**src/include/tso_config.svh**
```systemverilog
// flits must be at least 64 bytes so the whole 42 byte header sits in the first flit
`ifndef TSO_CONFIG_SVH
`define TSO_CONFIG_SVH

// stream geometry
`define TSO_FLIT_BYTES      64

// header sizes in bytes
`define TSO_ETH_HDR         14
`define TSO_IP_HDR          20
`define TSO_UDP_HDR         8
`define TSO_HDR_BYTES       (`TSO_ETH_HDR + `TSO_IP_HDR + `TSO_UDP_HDR)

// IP total length of the first split frame
`define TSO_SEG_LEN         800

// checksum command fields
`define TSO_CSUM_START      34
`define TSO_CSUM_OFF_TCP    50
`define TSO_CSUM_OFF_OTHER  40

// classification values
`define TSO_ETHERTYPE_IPV4  16'h0800
`define TSO_PROTO_TCP       8'd6
`define TSO_PROTO_UDP       8'd17

`endif

```
**src/logic/tso_pkg.sv**
```systemverilog
// byte i of a flit is data[8i+7:8i]; keep is low ones on the last flit, full elsewhere
`include "tso_config.svh"

package tso_pkg;

    // one bus beat of the frame stream
    typedef struct packed {
        logic [8*`TSO_FLIT_BYTES-1:0] data;
        logic [`TSO_FLIT_BYTES-1:0]   keep;
        logic                         last;
    } flit_t;

    // decided from the first flit of a frame
    typedef enum logic [1:0] {
        CLS_PASS,       // forwarded as is, no checksum
        CLS_TCP,        // forwarded as is, checksum enabled
        CLS_UDP_SPLIT   // split into two frames
    } pkt_class_t;

    // rewritten headers for both halves of a split frame
    typedef struct packed {
        logic [8*`TSO_HDR_BYTES-1:0] hdr_first;
        logic [8*`TSO_HDR_BYTES-1:0] hdr_second;
        logic [15:0]                 second_len;  // IP total length, second frame
    } seg_hdr_t;

    // request for the downstream checksum unit
    typedef struct packed {
        logic       enable;
        logic [7:0] start;
        logic [7:0] offset;
    } csum_cmd_t;

endpackage

```
**src/logic/hdr_classify.sv**
```systemverilog
// purely combinational; only meaningful while first_flit holds the first flit of a frame
`timescale 1ns/1ps
`include "tso_config.svh"

module hdr_classify (
    input  tso_pkg::flit_t      first_flit,
    output tso_pkg::pkt_class_t pkt_class,
    output tso_pkg::seg_hdr_t   seg_hdr
);

    localparam int HDR_BITS     = 8 * `TSO_HDR_BYTES;
    localparam int OFS_ETYPE    = `TSO_ETH_HDR - 2;
    localparam int OFS_IP_LEN   = `TSO_ETH_HDR + 2;
    localparam int OFS_PROTO    = `TSO_ETH_HDR + 9;
    localparam int OFS_IP_CSUM  = `TSO_ETH_HDR + 10;
    localparam int OFS_UDP_LEN  = `TSO_ETH_HDR + `TSO_IP_HDR + 4;
    localparam int OFS_UDP_CSUM = `TSO_ETH_HDR + `TSO_IP_HDR + 6;

    logic [15:0]         ethertype;
    logic [7:0]          ip_proto;
    logic [15:0]         ip_len;
    logic [15:0]         ip_csum;
    logic [15:0]         second_len;
    logic [HDR_BITS-1:0] hdr_first;
    logic [HDR_BITS-1:0] hdr_second;

    // one's complement update, RFC 1624 eqn 3
    function automatic logic [15:0] csum_update(input logic [15:0] hc,
                                                input logic [15:0] m_old,
                                                input logic [15:0] m_new);
        logic [17:0] sum;
        sum = {2'b00, ~hc} + {2'b00, ~m_old} + {2'b00, m_new};
        sum = {2'b00, sum[15:0]} + {16'd0, sum[17:16]};  // end around carry
        sum = {2'b00, sum[15:0]} + {16'd0, sum[17:16]};
        return ~sum[15:0];
    endfunction

    // network order 16 bit field write
    function automatic logic [HDR_BITS-1:0] put16(input logic [HDR_BITS-1:0] hdr,
                                                  input int ofs, input logic [15:0] val);
        logic [HDR_BITS-1:0] res;
        res = hdr;
        res[ofs*8 +: 8]     = val[15:8];
        res[ofs*8 + 8 +: 8] = val[7:0];
        return res;
    endfunction

    assign ethertype  = {first_flit.data[OFS_ETYPE*8 +: 8], first_flit.data[OFS_ETYPE*8 + 8 +: 8]};
    assign ip_proto   = first_flit.data[OFS_PROTO*8 +: 8];
    assign ip_len     = {first_flit.data[OFS_IP_LEN*8 +: 8], first_flit.data[OFS_IP_LEN*8 + 8 +: 8]};
    assign ip_csum    = {first_flit.data[OFS_IP_CSUM*8 +: 8],
                         first_flit.data[OFS_IP_CSUM*8 + 8 +: 8]};
    assign second_len = ip_len - 16'(`TSO_SEG_LEN) + 16'(`TSO_IP_HDR + `TSO_UDP_HDR);

    always_comb begin
        pkt_class = tso_pkg::CLS_PASS;  // single flit frames always pass
        if (!first_flit.last && ethertype == `TSO_ETHERTYPE_IPV4) begin
            if (ip_proto == `TSO_PROTO_TCP) begin
                pkt_class = tso_pkg::CLS_TCP;
            end else if (ip_proto == `TSO_PROTO_UDP && ip_len > 16'(`TSO_SEG_LEN)) begin
                pkt_class = tso_pkg::CLS_UDP_SPLIT;
            end
        end
    end

    always_comb begin
        hdr_first  = first_flit.data[0 +: HDR_BITS];
        hdr_first  = put16(hdr_first, OFS_IP_LEN, 16'(`TSO_SEG_LEN));
        hdr_first  = put16(hdr_first, OFS_IP_CSUM, csum_update(ip_csum, ip_len, 16'(`TSO_SEG_LEN)));
        hdr_first  = put16(hdr_first, OFS_UDP_LEN, 16'(`TSO_SEG_LEN - `TSO_IP_HDR));
        hdr_first  = put16(hdr_first, OFS_UDP_CSUM, 16'd0);
        hdr_second = first_flit.data[0 +: HDR_BITS];
        hdr_second = put16(hdr_second, OFS_IP_LEN, second_len);
        hdr_second = put16(hdr_second, OFS_IP_CSUM, csum_update(ip_csum, ip_len, second_len));
        hdr_second = put16(hdr_second, OFS_UDP_LEN, second_len - 16'(`TSO_IP_HDR));
        hdr_second = put16(hdr_second, OFS_UDP_CSUM, 16'd0);
    end

    assign seg_hdr = '{hdr_first: hdr_first, hdr_second: hdr_second, second_len: second_len};

endmodule

```
**src/logic/seg_engine.sv**
```systemverilog
// at most two segments; needs full keep on all but the last input flit and a split point inside a flit
`timescale 1ns/1ps
`include "tso_config.svh"

module seg_engine (
    input  logic                clk,
    input  logic                rst,
    input  tso_pkg::flit_t      s_flit,
    input  logic                s_valid,
    output logic                s_ready,
    output tso_pkg::flit_t      hdr_flit,
    input  tso_pkg::pkt_class_t pkt_class,
    input  tso_pkg::seg_hdr_t   seg_hdr,
    output tso_pkg::flit_t      o_flit,
    output logic                o_valid,
    input  logic                o_ready,
    output tso_pkg::csum_cmd_t  o_cmd,
    output logic                o_cmd_valid,
    input  logic                o_cmd_ready
);

    localparam int FLIT        = `TSO_FLIT_BYTES;
    localparam int HDR         = `TSO_HDR_BYTES;
    localparam int SPLIT_AT    = `TSO_ETH_HDR + `TSO_SEG_LEN;  // first byte of segment two
    localparam int TAIL_LEN    = SPLIT_AT % FLIT;              // bytes of tail flit kept in seg one
    localparam int TAIL_REMAIN = FLIT - TAIL_LEN;              // tail bytes moved to seg two
    localparam int SHIFT       = TAIL_LEN - HDR;               // body realignment in bytes

    typedef enum logic [2:0] {
        ST_IDLE, ST_PASS, ST_FIRST, ST_SHDR, ST_BODY, ST_DRAIN
    } state_t;

    state_t               state;
    logic                 run_q;
    logic [15:0]          remain;   // bytes left in the first segment
    logic [8*HDR-1:0]     hdr2_q;
    tso_pkg::flit_t       tail_q;
    tso_pkg::flit_t       prev_q;
    logic                 take_in;
    logic                 need_cmd;
    logic                 has_out;
    logic                 out_ok;
    logic                 step;

    assign hdr_flit = s_flit;  // classifier looks at the current flit, used in idle only

    always_comb begin
        case (state)
            ST_SHDR:  take_in = !tail_q.last;  // short second frame fits without new input
            ST_DRAIN: take_in = 1'b0;
            default:  take_in = 1'b1;
        endcase
    end

    // a command goes with the first flit of every output frame
    assign need_cmd    = (state == ST_IDLE) || (state == ST_SHDR);
    assign has_out     = run_q && (s_valid || !take_in);
    assign out_ok      = o_ready && (o_cmd_ready || !need_cmd);
    assign step        = has_out && out_ok;
    assign s_ready     = run_q && take_in && out_ok;
    assign o_valid     = has_out && (o_cmd_ready || !need_cmd);
    assign o_cmd_valid = has_out && need_cmd && o_ready;

    always_comb begin
        o_flit       = s_flit;
        o_cmd.enable = 1'b0;
        o_cmd.start  = 8'(`TSO_CSUM_START);
        o_cmd.offset = 8'(`TSO_CSUM_OFF_OTHER);
        case (state)
            ST_IDLE: begin
                if (pkt_class == tso_pkg::CLS_TCP) begin
                    o_cmd.enable = 1'b1;
                    o_cmd.offset = 8'(`TSO_CSUM_OFF_TCP);
                end
                if (pkt_class == tso_pkg::CLS_UDP_SPLIT) begin
                    o_flit.data[0 +: 8*HDR] = seg_hdr.hdr_first;
                end
            end
            ST_FIRST: begin
                if (remain <= 16'(FLIT)) begin  // tail flit, cut at the split point
                    o_flit.keep = {FLIT{1'b1}} >> (16'(FLIT) - remain);
                    o_flit.last = 1'b1;
                end
            end
            ST_SHDR: begin
                if (tail_q.last) begin
                    o_flit.data = {{8*SHIFT{1'b0}}, tail_q.data[8*TAIL_LEN +: 8*TAIL_REMAIN],
                                   hdr2_q};
                    o_flit.keep = {{SHIFT{1'b0}}, tail_q.keep[FLIT-1:TAIL_LEN], {HDR{1'b1}}};
                    o_flit.last = 1'b1;
                end else begin
                    o_flit.data = {s_flit.data[0 +: 8*SHIFT],
                                   tail_q.data[8*TAIL_LEN +: 8*TAIL_REMAIN], hdr2_q};
                    o_flit.keep = {s_flit.keep[SHIFT-1:0], {(HDR + TAIL_REMAIN){1'b1}}};
                    o_flit.last = s_flit.last && !s_flit.keep[SHIFT];
                end
            end
            ST_BODY: begin
                o_flit.data = {s_flit.data[0 +: 8*SHIFT], prev_q.data[8*FLIT-1:8*SHIFT]};
                o_flit.keep = {s_flit.keep[SHIFT-1:0], prev_q.keep[FLIT-1:SHIFT]};
                o_flit.last = s_flit.last && !s_flit.keep[SHIFT];  // rest fits in this flit
            end
            ST_DRAIN: begin
                o_flit.data = prev_q.data >> (8*SHIFT);
                o_flit.keep = prev_q.keep >> SHIFT;
                o_flit.last = 1'b1;
            end
            default: ;
        endcase
    end

    always_ff @(posedge clk) begin
        if (rst) begin
            state  <= ST_IDLE;
            run_q  <= 1'b0;
            remain <= '0;
        end else begin
            run_q <= 1'b1;
            if (step) begin
                case (state)
                    ST_IDLE: begin
                        if (pkt_class == tso_pkg::CLS_UDP_SPLIT) begin
                            state  <= ST_FIRST;
                            remain <= 16'(SPLIT_AT - FLIT);
                        end else if (!s_flit.last) begin
                            state <= ST_PASS;
                        end
                    end
                    ST_PASS: begin
                        if (s_flit.last) state <= ST_IDLE;
                    end
                    ST_FIRST: begin
                        if (remain <= 16'(FLIT)) begin
                            state <= ST_SHDR;
                        end else begin
                            remain <= remain - 16'(FLIT);
                        end
                    end
                    ST_SHDR, ST_BODY: begin
                        if (state == ST_SHDR && tail_q.last) begin
                            state <= ST_IDLE;
                        end else if (s_flit.last) begin
                            state <= s_flit.keep[SHIFT] ? ST_DRAIN : ST_IDLE;
                        end else begin
                            state <= ST_BODY;
                        end
                    end
                    default: state <= ST_IDLE;  // drain done
                endcase
            end
        end
    end

    always_ff @(posedge clk) begin
        if (step) begin
            if (state == ST_IDLE) hdr2_q <= seg_hdr.hdr_second;
            if (state == ST_FIRST) tail_q <= s_flit;
            if (state == ST_SHDR || state == ST_BODY) prev_q <= s_flit;
        end
    end

endmodule

```
**src/logic/stream_reg.sv**
```systemverilog
// one entry; full throughput only while the sink keeps ready high
`timescale 1ns/1ps

module stream_reg #(
    parameter type payload_t = logic
) (
    input  logic     clk,
    input  logic     rst,
    input  payload_t in_data,
    input  logic     in_valid,
    output logic     in_ready,
    output payload_t out_data,
    output logic     out_valid,
    input  logic     out_ready
);

    // free when empty or when the held entry leaves this cycle
    assign in_ready = !out_valid || out_ready;

    always_ff @(posedge clk) begin
        if (rst) begin
            out_valid <= 1'b0;
        end else if (in_ready) begin
            out_valid <= in_valid;
        end
    end

    always_ff @(posedge clk) begin
        if (in_valid && in_ready) begin
            out_data <= in_data;  // held until accepted
        end
    end

endmodule

```
**src/logic/udp_seg_offload.sv**
```systemverilog
// splits long UDP frames in two; the host keeps IP total length within two segments minus 28
`timescale 1ns/1ps

module udp_seg_offload (
    input  logic               clk,
    input  logic               rst,
    input  tso_pkg::flit_t     s_flit,
    input  logic               s_valid,
    output logic               s_ready,
    output tso_pkg::flit_t     m_flit,
    output logic               m_valid,
    input  logic               m_ready,
    output tso_pkg::csum_cmd_t m_cmd,
    output logic               m_cmd_valid,
    input  logic               m_cmd_ready
);

    tso_pkg::flit_t      hdr_flit;
    tso_pkg::pkt_class_t pkt_class;
    tso_pkg::seg_hdr_t   seg_hdr;
    tso_pkg::flit_t      eng_flit;
    logic                eng_valid;
    logic                eng_ready;
    tso_pkg::csum_cmd_t  eng_cmd;
    logic                eng_cmd_valid;
    logic                eng_cmd_ready;

    hdr_classify u_hdr_classify (
        .first_flit (hdr_flit),
        .pkt_class  (pkt_class),
        .seg_hdr    (seg_hdr)
    );

    seg_engine u_seg_engine (
        .clk         (clk),
        .rst         (rst),
        .s_flit      (s_flit),
        .s_valid     (s_valid),
        .s_ready     (s_ready),
        .hdr_flit    (hdr_flit),
        .pkt_class   (pkt_class),
        .seg_hdr     (seg_hdr),
        .o_flit      (eng_flit),
        .o_valid     (eng_valid),
        .o_ready     (eng_ready),
        .o_cmd       (eng_cmd),
        .o_cmd_valid (eng_cmd_valid),
        .o_cmd_ready (eng_cmd_ready)
    );

    stream_reg #(.payload_t(tso_pkg::flit_t)) u_flit_reg (
        .clk       (clk),
        .rst       (rst),
        .in_data   (eng_flit),
        .in_valid  (eng_valid),
        .in_ready  (eng_ready),
        .out_data  (m_flit),
        .out_valid (m_valid),
        .out_ready (m_ready)
    );

    stream_reg #(.payload_t(tso_pkg::csum_cmd_t)) u_cmd_reg (
        .clk       (clk),
        .rst       (rst),
        .in_data   (eng_cmd),
        .in_valid  (eng_cmd_valid),
        .in_ready  (eng_cmd_ready),
        .out_data  (m_cmd),
        .out_valid (m_cmd_valid),
        .out_ready (m_cmd_ready)
    );

endmodule

```
**config.mk**
```make
export PLATFORM = sky130hd
export DESIGN_NAME = udp_seg_offload
export DESIGN_NICKNAME = d
export VERILOG_FILES = /design/src/logic/tso_pkg.sv /design/src/logic/hdr_classify.sv /design/src/logic/seg_engine.sv /design/src/logic/stream_reg.sv /design/src/logic/udp_seg_offload.sv
export VERILOG_INCLUDE_DIRS = /design/src /design/src/include
export SDC_FILE = /design/constraint.sdc
export NUM_CORES = 2
export LEC_CHECK = 0
export ABC_AREA = 1
export ABC_CLOCK_PERIOD_IN_PS = 165800
export BUFFER_PORTS_ARGS = -buffer_cell sky130_fd_sc_hd__clkbuf_2
export CAP_MARGIN = 20
export CORE_AREA = 2 2 456 458
export DETAILED_ROUTE_END_ITERATION = 6
export DIE_AREA = 0 0 458 460
export PLACE_DENSITY_LB_ADDON = 0.15
export SYNTH_ARGS = -nofsm -noshare
export SYNTH_HDL_FRONTEND = slang
export SYNTH_SLANG_ARGS = --single-unit
```
**constraint.sdc**
```tcl
create_clock -name clk -period 165.8 [get_ports clk]
set_input_delay 49.74 -clock clk [delete_from_list [all_inputs] [get_ports clk]]
set_output_delay 49.74 -clock clk [all_outputs]
set_load 0.02 [all_outputs]
```
==> flow_metrics.py <==
metrics = {
    "route": {
        "top_layer": "met5",
        "drtPass1Iterations": 6,
        "ant_nets": 0,
        "drc_errors": 0,
        "met2_wirelength_um": 121000,
        "initialDrtViolationCount": 3882,
        "m1WireLength_um": 99800,
        "vias": 44100,
        "drt-vias-per-instance": 4.85,
        "avgRoutedWirePerCell_um": 27.3,
        "wl_met3_um": 18600,
        "finalWirelength_um": 248000,
    },
    "worst_hold_path": {
        "hold_path.class": "flop to flop",
    },
    "global_route": {
        "grt_pass1_vias": 42900,
        "grt_max_degree": 153,
        "grt_antenna_before_repair": 54,
        "grt_overflow": 0,
        "grt_pass1_wl_um": 338000,
        "track_usage": 0.229,
    },
    "sta": {
        "finalHoldViolCount": 0,
        "skew_ns": 0.0338,
        "setup-tns-final_ns": 0,
        "drv_slew": 0,
        "maxSlewHeadroom": 0.273,
        "rsz0062_at_grt": "no",
        "worst_pin_slew_ns": 1.09,
        "setup_violations": 0,
        "fin_crit_ns": 100.20,
        "fin_crit_sh": 0.604,
        "fmax_ghz": 0.00998,
    },
    "die": {
        "die_width_um": 458,
        "coreArea_um2": 206000,
        "die_h_um": 460,
        "start_util": 0.311,
        "std_cell_rows": 167,
        "num_io_pins": 1179,
        "fp.dieArea_um2": 211000,
    },
    "clocking": {
        "clock-root-buffer": "clkbuf_16",
        "cts_resized": 0,
        "numCtsBuffers": 180,
        "cts_setup_buffers": 0,
        "clock_sinks": 1617,
        "clkTransAtPathRegs_ns": 0.06,
        "clock_latency_ns": 0.85,
        "tritoncts": "built",
        "cts_max_path_buffers": 3,
        "hold_buffers": 0,
        "htree_levels": 4,
    },
    "power": {
        "vdd_drop_max_mv": 0.00994,
        "leakagePower_nw": 30.0,
        "p_per_area_nw_per_um2": 12.0,
    },
    "setup_path": {
        "cp_max_fo": 3,
        "critPathTopFamily": "simple AND/OR/NAND/NOR gates",
        "startpoint_type": "primary input",
        "worstSetupPathType": "primary input to primary output",
        "worstPathArrival_ns": 50.46,
        "crit_slowest_cell": "clkbuf_2",
        "max_stage_delay_ns": 0.19,
        "crit_chain": "clkbuf_2, nor2_1, nand2_1, nand2_1, nor3b_1, clkbuf_2",
        "worstPathRequired_ns": 116.06,
        "endpoint_kind": "primary output",
        "critPathBufInv": 2,
    },
    "placed_design": {
        "port_buffers": 1165,
        "gp_congestion": 0.873,
        "post_dp_cell_area_um2": 73000,
        "dp_hpwl_um": 179000,
    },
    "synth": {
        "synthTopCellsByArea": "edfxtp_1, nand2_1, nand3_1, inv_1, clkbuf_1",
        "synth_cell_type_count": 63,
        "synth_edf_count": 1600,
        "yosysMostFrequentCell": "nand2_1",
        "synth_ff_type": "edfxtp_1",
        "avgSynthCellArea_um2": 12.8,
        "synth_area_um2": 64000,
        "synth_commonest_cells": "nand2_1, edfxtp_1, nand3_1",
        "synth-seq-cells": 1617,
        "yosysTopAreaCell": "edfxtp_1",
        "ys_seq_area_frac": 0.756,
        "synthCells": 4998,
        "async_flop_share": 0,
        "yosysWarnings": 0,
        "synth_top_cell_area_share": 0.751,
    },
    "final_layout": {
        "syn_to_final_growth_pct": 23.0,
        "drive_gt1_frac": 0.251,
        "finalNetCount": 6836,
        "stdcell_area_um2": 78700,
    },
    "status": {
        "status": "finished clean",
    },
    "flow_run": {
        "drv_cap": 0,
    },
}
sequential cells by signal, summed over array words and instances (netlist names):
register,cells
u_seg_engine.prev_q,540
u_seg_engine.run_q,1
u_seg_engine.remain,11
u_cmd_reg.out_valid,1
u_seg_engine.state,3
u_flit_reg.out_valid,1
u_flit_reg.out_data,577
u_cmd_reg.out_data,2
u_seg_engine.tail_q,163
u_seg_engine.hdr2_q,318
cell usage in the layout, fill, tap and decap left out, drive strengths merged, types with 17 or more instances in the layout:
master / instances
nor3: 57
o211ai: 70
inv: 255
nand3: 474
a21oi: 53
edfxtp: 1600
o22ai: 42
buf: 54
o21ai: 129
clkbuf: 1390
nor2: 176
diode: 22
ha: 49
clkinv: 84
nand2: 1691
xor2: 41
nand4: 45
dfxtp: 17
worst register-to-register path, stage by stage (launching register included):
cell     delay [ns]
dfxtp_1        0.44
nor2_1         0.08
inv_1          0.11
nor2_1         0.13
inv_1          0.44
nand2_1        0.32
nand2_1        0.12
nand2_1        0.10
nor2_4         0.78
inv_2          0.31
nor2_4         0.85
buf_4          0.52
buf_4          0.79
buf_4          0.96
buf_4          0.93
path summary, 6_finish.rpt:
check	cells after the start	end	startpoint	slack (ns)
min	1	u_seg_engine.remain[14]	u_seg_engine.remain[14]	0.49
max reg2reg	14	u_seg_engine.hdr2_q[52]	u_seg_engine.state[2]	158.47
min reg2reg	1	u_seg_engine.remain[14]	u_seg_engine.remain[14]	0.49
max	6	s_ready	m_cmd_ready	65.60
routing by layer:
metal  GRT usage  vias to the layer above
li1            -                    20100
met1       0.284                    22100
met2       0.384                     1574
met3      0.0608                      330
met4      0.0769                       28
met5           0                        -
area by class of cell:
cell class                      instances  area, um^2
Tap cell                             2704        3380
Timing Repair Buffer                 1219        6320
Fill cell                           20100      127000
Clock buffer                          225        4730
Antenna cell                           22        55.1
Multi-Input combinational cell       2929       13900
Inverter                              254         957
Clock inverter                        109         941
Sequential cell                      1617       48400
logic make-up (layout without fill, tap and decap cells):
family                     count (synthesis)  in the layout  synth area share
AOI/OAI and AO/OA                        339            339            0.0326
xor gates and xnor gates                  57             57           0.00868
adders and majority gates                 53             53            0.0108
buffers and inverters                    463           1807            0.0281
DFF                                     1617           1617             0.756
other                                      2             35          0.000117
and+or+nand+nor                         2467           2467             0.164
per-stage QoR:
| step | setup WS [ns] | total power [mW] | instances | hold slack, ns | utilization |
|---|---|---|---|---|---|
| finish | 65.60 | 0.943 | 9079 | 0.488 | 0.382 |
| global route | 65.53 | 0.976 | 9065 | 0.502 | 0.382 |
| CTS | 65.59 | 0.954 | 9057 | 0.495 | 0.382 |
| detailed placement | 65.59 | 0.563 | 8723 | 0.482 | 0.354 |
| global placement | 65.54 | 0.562 | 8723 | 0.482 | 0.354 |
| floorplan | 65.63 | 0.528 | 5009 | 0.457 | - |
report_power, final:
part	total (mW)	internal, mW	switching (mW)
Clock	0.390	0.217	0.172
Combinational	0.0860	0.0239	0.0621
Sequential	0.467	0.464	0.00355
Total	0.943	0.705	0.238
Note: power is estimated with default switching activity, not from simulation.
